--- src/source/buf_pkg.sv ---
// widths, depths and address types for the shared cnn/lidar buffers
// every address carries the ping-pong tag in its top bit
// a row always holds 2**lane_w memory-bus words
// write address is {tag, row, lane}, read address is {tag, row}
package buf_pkg;

  // memory-bus word
  localparam int MEM_W = 32;

  // ping-pong tag, one bit selects the half
  localparam int TAG_W = 1;

  // read address widths, tag included
  // ibuf 16 rows per tag, wbuf 8, bbuf 4
  localparam int IBUF_ROW_ADDR_W = TAG_W + 4;
  localparam int WBUF_ROW_ADDR_W = TAG_W + 3;
  localparam int BBUF_ROW_ADDR_W = TAG_W + 2;

  // lane select widths
  localparam int IBUF_LANE_W = 1;
  localparam int WBUF_LANE_W = 2;
  localparam int BBUF_LANE_W = 1;

  // one bus word
  typedef logic [MEM_W-1:0] mem_word_t;

  // full rows, lane 0 in the low word
  typedef logic [(2**IBUF_LANE_W)*MEM_W-1:0] ibuf_row_t;
  typedef logic [(2**WBUF_LANE_W)*MEM_W-1:0] wbuf_row_t;
  typedef logic [(2**BBUF_LANE_W)*MEM_W-1:0] bbuf_row_t;

  // write addresses
  typedef logic [IBUF_ROW_ADDR_W+IBUF_LANE_W-1:0] ibuf_waddr_t;
  typedef logic [WBUF_ROW_ADDR_W+WBUF_LANE_W-1:0] wbuf_waddr_t;
  typedef logic [BBUF_ROW_ADDR_W+BBUF_LANE_W-1:0] bbuf_waddr_t;

  // read addresses
  typedef logic [IBUF_ROW_ADDR_W-1:0] ibuf_raddr_t;
  typedef logic [WBUF_ROW_ADDR_W-1:0] wbuf_raddr_t;
  typedef logic [BBUF_ROW_ADDR_W-1:0] bbuf_raddr_t;

endpackage

--- src/source/row_buf.sv ---
// row buffer, written one bus word per lane and read a whole row at a time
// row_t must be 2**LANE_W bus words wide
// read data is registered, valid one cycle after read_req, held otherwise
// a read and a write to one row on the same edge return the old row
// memory contents are not cleared by rst, only read_data is
`timescale 1ns/100ps

module row_buf #(
  parameter type row_t      = logic [63:0],
  parameter int  ROW_ADDR_W = 5,
  parameter int  LANE_W     = 1
) (
  input  logic                         clk,
  input  logic                         rst,
  input  logic [ROW_ADDR_W+LANE_W-1:0] write_addr,
  input  logic                         write_req,
  input  buf_pkg::mem_word_t           write_data,
  input  logic [ROW_ADDR_W-1:0]        read_addr,
  input  logic                         read_req,
  output row_t                         read_data
);

  import buf_pkg::*;

  // rows per buffer, both tag halves together
  localparam int DEPTH = 2**ROW_ADDR_W;
  localparam int ROW_W = $bits(row_t);

  // storage, one entry per row
  logic [ROW_W-1:0] mem [DEPTH];

  // write address split
  // upper bits pick the row (tag on top), low bits pick the lane
  logic [ROW_ADDR_W-1:0] wr_row;
  logic [LANE_W-1:0]     wr_lane;

  assign wr_row  = write_addr[ROW_ADDR_W+LANE_W-1:LANE_W];
  assign wr_lane = write_addr[LANE_W-1:0];

  // lane write, other lanes of the row untouched
  always_ff @(posedge clk) begin
    if (write_req) begin
      mem[wr_row][int'(wr_lane)*MEM_W +: MEM_W] <= write_data;
    end
  end

  // registered row read
  // nonblocking, so same-edge write is not seen yet
  always_ff @(posedge clk) begin
    if (rst) begin
      read_data <= '0;
    end else if (read_req) begin
      read_data <= row_t'(mem[read_addr]);
    end
  end

endmodule

--- config.mk ---
export PLATFORM = sky130hd
export DESIGN_NAME = row_buf
export DESIGN_NICKNAME = d
export VERILOG_FILES = /design/src/source/buf_pkg.sv /design/src/source/row_buf.sv
export SDC_FILE = /design/constraint.sdc
export NUM_CORES = 2
export LEC_CHECK = 0
export BUFFER_PORTS_ARGS = -buffer_cell sky130_fd_sc_hd__buf_2
export CORE_ASPECT_RATIO = 0.75
export CORE_MARGIN = 2
export CORE_UTILIZATION = 40
export DETAILED_ROUTE_END_ITERATION = 8
export SETUP_SLACK_MARGIN = 0.3
export SLEW_MARGIN = 10
export SYNTH_ARGS = -nofsm -noshare
export SYNTH_HDL_FRONTEND = slang
export SYNTH_SLANG_ARGS = --single-unit
--- constraint.sdc ---
create_clock -name clk -period 3.78 [get_ports clk]
set_input_delay 0.378 -clock clk [delete_from_list [all_inputs] [get_ports clk]]
set_output_delay 0.378 -clock clk [all_outputs]
set_load 0.05 [all_outputs]
---- Word-level counts from Yosys, hierarchy flattened ----
Memory sizes are Yosys's and may differ from the RTL's. A register that Yosys moved wholly into a read port is not among the register bits.
Index checks and enable logic that the tools add are counted.
Widths: inputs -> output; s select.
operators by class
  shifts and indexed selects .............. 2
  muxes and demuxes ....................... 2
  add/sub/neg operators ................... 1
operator list
  operator                  count
  $mux 64                   1
  $shift 32x33->64 const A  1
  $shiftx 32x33->64         1
  $neg 6->33                1
  $mux 1                    1
word-level totals
  bits in registers ....................... 0
  RAM bits ................................ 2048
  memories ................................ 1
memories
  memory  depth  width  rd ports  clocked after Yosys merged registers in  wr ports  line           RTL
  mem     32     64     1         1                                        1         row_buf.sv:30  logic [ROW_W-1:0] mem [DEPTH];

---- Longest topological paths before layout ----
  depth in word-level cells ............... 3
  gate-level depth with buffers ........... 8

---- Least setup slack after synthesis ----
No wires, ideal clock.
  path type ............................... input port to flip-flop
  start point ............................. input write_addr[5]
  end point ............................... memory mem[16][0] in the netlist's numbering, enable pin
  stages .................................. 4
  path slack .............................. 0.799 ns
  arrival ................................. 2.560 ns
  cells stage by stage .................... clkbuf_1 or3b_2 clkbuf_1 nor2_1
RTL lines
  item             line           RTL
  start, declared  row_buf.sv:15  input logic [ROW_ADDR_W+LANE_W-1:0] write_addr,
  end, declared    row_buf.sv:30
No word-level cell before the write port.

==> results.ini <==
[status]
status=finished, final reports clean

[clocking]
numCtsBuffers=201
cts_setup_buffers=0
worstSkewPairLatency_ps=840
htreeDepth=4
cts_tree=built
holdBufCountCts=1
clockRootBuffer=clkbuf_16
cts.sinks=2112
clock_path_buffers=3
clkTransAtPathRegs_ps=60
cts_resized=0

[synthesis]
synth_nets=3686
yosysSeqAreaShare_pct=76.9
syn_area_um2=81600
syn_inst=3639
avgSynthCellArea_um2=22.4
ys_ff_latch=2112
yosysWarnings=0
synth_cell_types=31

[die]
fp.dieW_um=526
die_area_um2=208000
std_cell_rows=143
core_area_um2=203000
start_util_pct=40.3
ios=111
die_h_um=395

[power_and_ir_drop]
p_leak_nw=26.9
p_int_mw=38.7
power_density_nw_per_um2=524
comb_power_share_pct=5.3
swShare_pct=21.4
sequentialPowerShare_pct=52.9
switchingPower_mw=10.5
power_frac_clock_pct=41.8
ir_worst_vdd_uv=393

[timing]
tightestPinTransition_ps=1150
setup_tns_ps=0
rsz0062_at_grt=false
hold_viol_final=0
slew_viol_final=0
fin_crit_ps=2170
finalCritPeriodShare_pct=57.3
finalSetupViolations=0
slew-limit-headroom_pct=22.7
max_freq_ghz=0.462
finalClockSkew_ps=38.2

[placed_design]
hpwlAfterDp_um=120000
globalplace.congestion=0.785
io_buffers=110

[routing]
vias=39700
drc=0
dr_wl_met2_um=97800
viasPerCell=5.84
dr_wl_met3_um=17400
routed_wl_um=213000
top_layer=met4
drt_iter0_markers=5089
drt-pass1-iter-count=5
ant_nets=0
wire_per_inst_um=31.4
met1_length_um=92600

[grt]
first_global_vias=39300
grt_overflow=0
grt_max_degree=73
track_usage_pct=20.4
grt_antenna_before_repair=14
grt_pass1_wl_um=301000

[cells_and_area]
drive_gt1_share_pct=30.7
syn_to_final_growth_pct=15.0
nets=3966
fin_util_pct=46.3

[critical_path]
worstRegToRegCells=4
start_kind=input port
cp_data_required_time_ps=4470
path_max_fanout=37
worst_ep_arrival_time_ps=2850
worstSetupPathType=input port to flip-flop
crit_path_end_kind=flip-flop

[worst_hold_path]
hold_path.class=input port to flip-flop
hold_depth=4

[run]
max-cap-violations=0

## per-stage QoR
stage	hold WS, ps	instance area, µm²	std cells	setup slack (ps)	power, mW
after floorplan	661	81600	3639	799	28.2
after global placement	511	87100	6397	984	29.1
after detailed placement	518	87100	6397	959	29.2
after CTS	1.11	93900	6777	1620	49.5
after global routing	38.1	93900	6778	1540	50.6
final	49.3	93900	6784	1610	49.2
## layer usage
metal	vias to the layer above	track usage, %
li1	16000	-
met1	21700	30.2
met2	1707	31.1
met3	278	3.96
met4	0	5.21
met5	-	0
## critical path, stage by stage
cell	delay [ps]
dlygate4sd3_1	540
buf_6	290
nand2_4	450
buf_12	390
a211oi_1	520
o22ai_1	170
## cell type report
class | instances | area [µm²]
Clock buffer | 272 | 5500
Sequential cell | 2112 | 62800
Fill cell | 16500 | 109000
Clock inverter | 107 | 1250
Tap cell | 2682 | 3360
Timing Repair Buffer | 294 | 2800
Multi-Input combinational cell | 1310 | 18200
Antenna cell | 7 | 17.5
## path summary, 6_finish.rpt
| kind | endpoint | from | slack, ps |
|---|---|---|---|
| max | read_data[26]$_SDFFE_PP0P_ | read_req | 1610 |
| min | read_data[32]$_SDFFE_PP0P_ | rst | 50 |
| max reg2reg | read_data[63]$_SDFFE_PP0P_ | mem[4][63]$_DFFE_PP_ | 1740 |
| min reg2reg | read_data[5]$_SDFFE_PP0P_ | read_data[5]$_SDFFE_PP0P_ | 530 |
## cells in the final DEF, fill, tap and decap left out, types with 3 or more instances in the layout
cell type / synthesis / layout
a2111oi_0: 8 / 8
a2111oi_1: 5 / 5
a211oi_1: 60 / 60
a221o_1: 59 / 59
and2_1: 33 / 33
buf_12: 0 / 65
buf_2: 51 / 103
buf_4: 40 / 120
buf_8: 0 / 3
bufinv_16: 0 / 24
clkbuf_1: 96 / 54
clkbuf_16: 0 / 204
clkbuf_8: 0 / 14
clkinv_1: 0 / 29
clkinv_2: 0 / 39
clkinv_8: 0 / 4
clkinvlp_4: 0 / 4
dfxtp_1: 64 / 64
diode_2: 0 / 7
edfxtp_1: 2048 / 2048
inv_6: 0 / 3
mux2_2: 64 / 64
mux2i_1: 187 / 187
mux4_2: 511 / 511
nand2_1: 8 / 6
nand2b_1: 61 / 61
nand3_1: 5 / 5
nand3b_1: 3 / 3
nor2_1: 68 / 3
nor2_4: 0 / 65
nor2b_1: 107 / 84
nor2b_2: 0 / 20
nor2b_4: 0 / 3
o21ai_0: 58 / 58
o21bai_1: 5 / 5
o22ai_1: 59 / 59
or3b_2: 3 / 3
## synthesized netlist by cell type
master	n	area (µm²)
a2111oi_0	8	70.1
a2111oi_1	5	50.1
a211oi_1	60	450
a21oi_1	1	5.00
a221o_1	59	591
and2_1	33	206
and3_1	1	6.26
buf_1	4	15.0
buf_2	51	255
buf_4	40	300
buf_6	26	293
clkbuf_1	96	360
dfxtp_1	64	1280
edfxtp_1	2048	61500
mux2_2	64	721
mux2i_1	187	1870
mux4_2	511	11500
nand2_1	8	30.0
nand2b_1	61	382
nand3_1	5	25.0
nand3b_1	3	22.5
nand4_1	1	6.26
nor2_1	68	255
nor2b_1	107	669
nor4b_1	1	8.76
o21ai_0	58	290
o21bai_1	5	37.5
o22ai_1	59	369
o41ai_1	1	8.76
or3_1	1	6.26
or3b_2	3	26.3
## sequential cells by signal, summed over array words and instances (netlist names)
signal	flops
mem	2048
read_data	64
## power groups by stage
stage          sequential (mW)  combinational, mW  clock [mW]
3_5_place_dp              26.5               2.65           0
6_report                  26.0               2.62        20.6
3_3_place_gp              26.5               2.62           0
4_1_cts                   26.0               2.66        20.8
5_1_grt                   26.0               2.78        21.8
2_1_floorplan             26.7               1.46           0
## cells by family after synthesis
family	share of synthesized area (%)
muxes	17.3
DFF	76.9
AOI/OAI and AO/OA	2.29
and+or+nand+nor	2.01
buffers and inverters	1.50
(Power assumes the default switching activity.)
