## src/source/buf_pkg.sv

```systemverilog
// widths, depths and address types for the shared cnn/lidar buffers
// every address carries the ping-pong tag in its top bit
// a row always holds 2**lane_w memory-bus words
// write address is {tag, row, lane}, read address is {tag, row}
package buf_pkg;

  // memory-bus word
  localparam int MEM_W = 32;

  // ping-pong tag, one bit selects the half
  localparam int TAG_W = 1;

  // read address widths, tag included
  // ibuf 16 rows per tag, wbuf 8, bbuf 4
  localparam int IBUF_ROW_ADDR_W = TAG_W + 4;
  localparam int WBUF_ROW_ADDR_W = TAG_W + 3;
  localparam int BBUF_ROW_ADDR_W = TAG_W + 2;

  // lane select widths
  localparam int IBUF_LANE_W = 1;
  localparam int WBUF_LANE_W = 2;
  localparam int BBUF_LANE_W = 1;

  // one bus word
  typedef logic [MEM_W-1:0] mem_word_t;

  // full rows, lane 0 in the low word
  typedef logic [(2**IBUF_LANE_W)*MEM_W-1:0] ibuf_row_t;
  typedef logic [(2**WBUF_LANE_W)*MEM_W-1:0] wbuf_row_t;
  typedef logic [(2**BBUF_LANE_W)*MEM_W-1:0] bbuf_row_t;

  // write addresses
  typedef logic [IBUF_ROW_ADDR_W+IBUF_LANE_W-1:0] ibuf_waddr_t;
  typedef logic [WBUF_ROW_ADDR_W+WBUF_LANE_W-1:0] wbuf_waddr_t;
  typedef logic [BBUF_ROW_ADDR_W+BBUF_LANE_W-1:0] bbuf_waddr_t;

  // read addresses
  typedef logic [IBUF_ROW_ADDR_W-1:0] ibuf_raddr_t;
  typedef logic [WBUF_ROW_ADDR_W-1:0] wbuf_raddr_t;
  typedef logic [BBUF_ROW_ADDR_W-1:0] bbuf_raddr_t;

endpackage

```

## src/source/client_mux.sv

```systemverilog
// steers either the cnn or the lidar request set onto all three buffers
// purely combinational, sel_cnn high picks cnn, low picks lidar
// requests of the client not selected are dropped here
`timescale 1ns/100ps

module client_mux (
  input  logic                 sel_cnn,

  // ibuf requests
  input  buf_pkg::ibuf_waddr_t cnn_ibuf_write_addr,
  input  buf_pkg::ibuf_waddr_t lidar_ibuf_write_addr,
  input  logic                 cnn_ibuf_write_req,
  input  logic                 lidar_ibuf_write_req,
  input  buf_pkg::mem_word_t   cnn_ibuf_write_data,
  input  buf_pkg::mem_word_t   lidar_ibuf_write_data,
  input  buf_pkg::ibuf_raddr_t cnn_ibuf_read_addr,
  input  buf_pkg::ibuf_raddr_t lidar_ibuf_read_addr,
  input  logic                 cnn_ibuf_read_req,
  input  logic                 lidar_ibuf_read_req,

  // wbuf requests
  input  buf_pkg::wbuf_waddr_t cnn_wbuf_write_addr,
  input  buf_pkg::wbuf_waddr_t lidar_wbuf_write_addr,
  input  logic                 cnn_wbuf_write_req,
  input  logic                 lidar_wbuf_write_req,
  input  buf_pkg::mem_word_t   cnn_wbuf_write_data,
  input  buf_pkg::mem_word_t   lidar_wbuf_write_data,
  input  buf_pkg::wbuf_raddr_t cnn_wbuf_read_addr,
  input  buf_pkg::wbuf_raddr_t lidar_wbuf_read_addr,
  input  logic                 cnn_wbuf_read_req,
  input  logic                 lidar_wbuf_read_req,

  // bbuf requests
  input  buf_pkg::bbuf_waddr_t cnn_bbuf_write_addr,
  input  buf_pkg::bbuf_waddr_t lidar_bbuf_write_addr,
  input  logic                 cnn_bbuf_write_req,
  input  logic                 lidar_bbuf_write_req,
  input  buf_pkg::mem_word_t   cnn_bbuf_write_data,
  input  buf_pkg::mem_word_t   lidar_bbuf_write_data,
  input  buf_pkg::bbuf_raddr_t cnn_bbuf_read_addr,
  input  buf_pkg::bbuf_raddr_t lidar_bbuf_read_addr,
  input  logic                 cnn_bbuf_read_req,
  input  logic                 lidar_bbuf_read_req,

  // selected set, one per buffer
  output buf_pkg::ibuf_waddr_t ibuf_write_addr,
  output logic                 ibuf_write_req,
  output buf_pkg::mem_word_t   ibuf_write_data,
  output buf_pkg::ibuf_raddr_t ibuf_read_addr,
  output logic                 ibuf_read_req,

  output buf_pkg::wbuf_waddr_t wbuf_write_addr,
  output logic                 wbuf_write_req,
  output buf_pkg::mem_word_t   wbuf_write_data,
  output buf_pkg::wbuf_raddr_t wbuf_read_addr,
  output logic                 wbuf_read_req,

  output buf_pkg::bbuf_waddr_t bbuf_write_addr,
  output logic                 bbuf_write_req,
  output buf_pkg::mem_word_t   bbuf_write_data,
  output buf_pkg::bbuf_raddr_t bbuf_read_addr,
  output logic                 bbuf_read_req
);

  // ibuf
  assign ibuf_write_addr = sel_cnn ? cnn_ibuf_write_addr : lidar_ibuf_write_addr;
  assign ibuf_write_req  = sel_cnn ? cnn_ibuf_write_req  : lidar_ibuf_write_req;
  assign ibuf_write_data = sel_cnn ? cnn_ibuf_write_data : lidar_ibuf_write_data;
  assign ibuf_read_addr  = sel_cnn ? cnn_ibuf_read_addr  : lidar_ibuf_read_addr;
  assign ibuf_read_req   = sel_cnn ? cnn_ibuf_read_req   : lidar_ibuf_read_req;

  // wbuf
  assign wbuf_write_addr = sel_cnn ? cnn_wbuf_write_addr : lidar_wbuf_write_addr;
  assign wbuf_write_req  = sel_cnn ? cnn_wbuf_write_req  : lidar_wbuf_write_req;
  assign wbuf_write_data = sel_cnn ? cnn_wbuf_write_data : lidar_wbuf_write_data;
  assign wbuf_read_addr  = sel_cnn ? cnn_wbuf_read_addr  : lidar_wbuf_read_addr;
  assign wbuf_read_req   = sel_cnn ? cnn_wbuf_read_req   : lidar_wbuf_read_req;

  // bbuf
  assign bbuf_write_addr = sel_cnn ? cnn_bbuf_write_addr : lidar_bbuf_write_addr;
  assign bbuf_write_req  = sel_cnn ? cnn_bbuf_write_req  : lidar_bbuf_write_req;
  assign bbuf_write_data = sel_cnn ? cnn_bbuf_write_data : lidar_bbuf_write_data;
  assign bbuf_read_addr  = sel_cnn ? cnn_bbuf_read_addr  : lidar_bbuf_read_addr;
  assign bbuf_read_req   = sel_cnn ? cnn_bbuf_read_req   : lidar_bbuf_read_req;

endmodule

```

## config.mk

```make
export PLATFORM = sky130hd
export DESIGN_NAME = client_mux
export DESIGN_NICKNAME = d
export VERILOG_FILES = /design/src/source/buf_pkg.sv /design/src/source/client_mux.sv
export SDC_FILE = /design/constraint.sdc
export NUM_CORES = 1
export LEC_CHECK = 0
export BUFFER_PORTS_ARGS = -buffer_cell sky130_fd_sc_hd__buf_4
export CAP_MARGIN = 20
export CELL_PAD_IN_SITES_DETAIL_PLACEMENT = 1
export CELL_PAD_IN_SITES_GLOBAL_PLACEMENT = 1
export CORE_AREA = 2 2 152 154
export DETAILED_ROUTE_END_ITERATION = 16
export DIE_AREA = 0 0 154 156
export GPL_TIMING_DRIVEN = 0
export PLACE_DENSITY_LB_ADDON = 0.1
export SYNTH_ARGS = -nofsm -noshare
export SYNTH_HDL_FRONTEND = slang
export SYNTH_SLANG_ARGS = --single-unit
```

## constraint.sdc

```tcl
create_clock -name vclk -period 0.8
set_input_delay 0.04 -clock vclk [all_inputs]
set_output_delay 0.04 -clock vclk [all_outputs]
set_load 0.005 [all_outputs]
```

### Yosys cells after proc, flatten, opt, wreduce, memory -nomap -nowiden

Index checks and enable logic that the tools add are counted.

* flip-flop bits (word level): 0
* input port bits: 261
* output and inout port bits: 130
* logic and storage cells: 15

* mux-type cells: 15

Operator list (count)
* 32-bit 2-to-1 mux: 3
* 6-bit 2-to-1 mux: 2
* 4-bit 2-to-1 mux: 2
* 1-bit 2-to-1 mux: 6
* 5-bit 2-to-1 mux: 1
* 3-bit 2-to-1 mux: 1

### Depth between registers and ports, before layout

* depth after elaboration: 1
* mapped depth: 3
* gate-level depth less buffers: 1

### Worst setup path after synthesis

OpenSTA, ideal clock, no wires.

* path type: input-to-output
* from: input sel_cnn
* to: output bbuf_read_addr[1]
* arrival: 0.703 ns
* data required time: 0.760 ns
* path slack: 0.057 ns
* stages on the path: 3
* cell sequence: buf_4 buf_6 mux2_2

* word-level cells in the longest chain between the ends: 1

Ends and longest elaborated chain
* start: declaration: line client_mux.sv:7 `input logic sel_cnn,`
* 3-bit 2-to-1 mux: line client_mux.sv:83 `assign bbuf_read_addr = sel_cnn ? cnn_bbuf_read_addr : lidar_bbuf_read_addr;`
* end: declaration: line client_mux.sv:61 `output buf_pkg::bbuf_raddr_t bbuf_read_addr,`

Every way passes these cells.

### Final worst setup path

* from: input sel_cnn
* to: output bbuf_write_addr[1]

* word-level cells in the longest chain between the ends: 1

Ends and longest elaborated chain
* 4-bit 2-to-1 mux: line client_mux.sv:80 `assign bbuf_write_addr = sel_cnn ? cnn_bbuf_write_addr : lidar_bbuf_write_addr;`
* end: declaration: line client_mux.sv:58 `output buf_pkg::bbuf_waddr_t bbuf_write_addr,`

Every way passes these cells.

==> results.txt <==
----------------------------------------------------
[Finish]
  Seq Cell Count ... 0
  Net count reported at finish ... 804
  Finished Core Util ... 26.4%
  Storage element area ... 0 um^2
  Number of clock buffers in the layout ... 0
  Non-filler cells in the finished layout ... 826
  Share of layout cells above drive strength 1 ... 100%
  Most frequent standard cell in the layout excluding fill and tap cells ... sky130_fd_sc_hd__buf_4
  Area growth from synthesis to layout ... 269%
  Antenna cells ... 0
  Most frequent cells in the layout ... sky130_fd_sc_hd__buf_4, sky130_fd_sc_hd__mux2_4, sky130_fd_sc_hd__buf_6

[GRT]
  Overflow left after global routing ... 0
  Number of antenna violations at the first check in global routing ... 0
  Global-route wire length before repair ... 18,600 um
  Total global-route track usage ... 9.85%
  Pin count of the biggest net entering global routing ... 11
  Number of global-route vias before repair ... 3,169

[STA]
  Share of the cycle needed by the critical path after routing ... 107%
  Hold Fails Final Rpt ... 0
  Final worst setup slack ... -0.0591 ns
  Worst slew margin ... 85.0%
  Worst Tran Pin Value ... 0.224 ns
  Max-slew violation count ... 0
  Final critical path time including I/O delays and setup ... 0.859 ns
  Final setup fails ... 73
  Aggregate negative setup slack ... -1.38 ns
  Unrepaired setup endpoints after global routing ... true
  Achievable clock frequency ... 1160 MHz

[Logic synthesis]
  Average cell area after synthesis ... 11.1 um^2
  Post-synth cell types ... 4
  Syn Nets ... 405
  Share of the yosys chip area belonging to registers ... 0%
  Post-synthesis instance total ... 144
  Post-Syn Area ... 0.00160 mm^2
  Warnings from Yosys ... 0

[Floorplan]
  DIE WIDTH ... 154 um
  Core outline area ... 0.0224 mm^2
  Die outline area ... 0.0240 mm^2
  Starting Density ... 7.15%
  Number of core rows ... 55
  Top-level port count ... 391
  Die height ... 156 um

[Power and ir drop]
  Tot Pwr ... 3.46 mW
  Worst vdd rail ir drop ... 0.000153 V
  Standby leakage power ... 3.13 nW
  Power per standard cell area ... 585 mW/mm^2

[Hold path]
  Min-Delay Path Depth ... 3
  Worst min-delay path endpoint ... bbuf_write_data[4]
  Worst min-delay path startpoint ... cnn_bbuf_write_data[4]
  Class of the tightest hold or removal check ... in2out

[Detailed routing]
  Count of unresolved DRC violations after routing ... 0
  Post-route ant nets ... 0
  Number of iterations in the first detailed-routing pass ... 3
  Routed WL per cell ... 17.1 um
  Wire length after detailed routing ... 14,100 um
  Drt initial violations ... 67
  Number of vias per cell after detailed routing ... 3.53
  Total number of vias ... 2,916

[Setup path]
  Count of buffering cells on the critical path with inverters included ... 3
  Kind of end point of the critical path ... primary output
  Standard cell with the maximum stage delay on the critical path ... sky130_fd_sc_hd__mux2_2
  Required time reported for the critical path endpoint ... 0.76 ns
  Kind of start point of the critical path ... input port
  Crit path cell chain ... buf_16 -> buf_12 -> mux2_2 -> buf_4
  Crit path DAT ... 0.82 ns
  Highest net fanout along the worst path ... 10
  Worst Path Class, Setup ... in2out
  Kind of cell adding the most delay to the critical path ... buffers and inverters
  Largest stage delay on the critical path ... 0.33 ns

[Placed design]
  Port Buf Inserts ... 390
  Detailed Place HPWL ... 11,800 um
  Cell count after placement ... 819
  Routability congestion estimate ... 0.773

[Status]
  Failing checks ... setup timing
  Result of the run ... finished with violations

[Run]
  Max cap viols ... 0

----------------------------------------------------
cell usage after synthesis:
master | n | area [um^2]
sky130_fd_sc_hd__mux2_2 | 130 | 1460
sky130_fd_sc_hd__buf_6 | 10 | 113
sky130_fd_sc_hd__buf_2 | 3 | 15.0
sky130_fd_sc_hd__buf_4 | 1 | 7.51
cells by family after synthesis:
family	after synthesis	share of synthesized area [%]
buffers and inverters	14	8.45
multiplexers	130	91.5
final cells by class:
type / count / area (um^2)
buffer: 13 / 233
fill: 2588 / 16500
multi-input combinational: 130 / 1830
tap: 285 / 357
timing repair buffer: 398 / 3490
power by group:
group	total [mW]	switching (mW)	leakage, nW	internal (mW)
logic	3.46	0.958	3.13	2.50
registers	0	0	0	0
clock network	0	0	0	0
per-layer routing:
metal	track usage, %	wire [um]	up-vias
li1	-	-	1350
met1	9.66	4730	1348
met2	21.1	7950	216
met3	2.81	1400	2
met4	0.223	32	0
met5	0	0	-
what timing repair did:
| action | in CTS | in global routing |
|---|---|---|
| gates resized for setup | 165 | 61 |
| cloned | 3 | 4 |
| buffers inserted | 2 | 0 |
| hold buffers | 0 | 0 |
| pin swaps | 0 | 0 |
| setup endpoints to repair | 128 | 124 |
stage by stage:
stage / hold WS, ns / cell area (um^2) / setup slack (ns)
after global placement: 0.375 / 4880 / -0.282
after CTS: 0.370 / 5620 / -0.0923
after floorplan: 0.209 / 1600 / 0.0571
after global routing: 0.373 / 5910 / -0.0908
final: 0.369 / 5910 / -0.0591
after detailed placement: 0.375 / 4880 / -0.304
how the worst max path moves through the flow:
stage	from	to	slack [ns]	cells after the start
after floorplan	sel_cnn	bbuf_read_addr[1]	0.06	3
after global placement	sel_cnn	ibuf_write_data[26]	-0.28	4
final	sel_cnn	bbuf_write_addr[1]	-0.06	4
after CTS	sel_cnn	bbuf_write_data[25]	-0.09	5
after detailed placement	sel_cnn	ibuf_write_data[26]	-0.30	4
after global routing	sel_cnn	bbuf_write_addr[1]	-0.09	4
No activity file was read; power rests on OpenSTA's default activity.
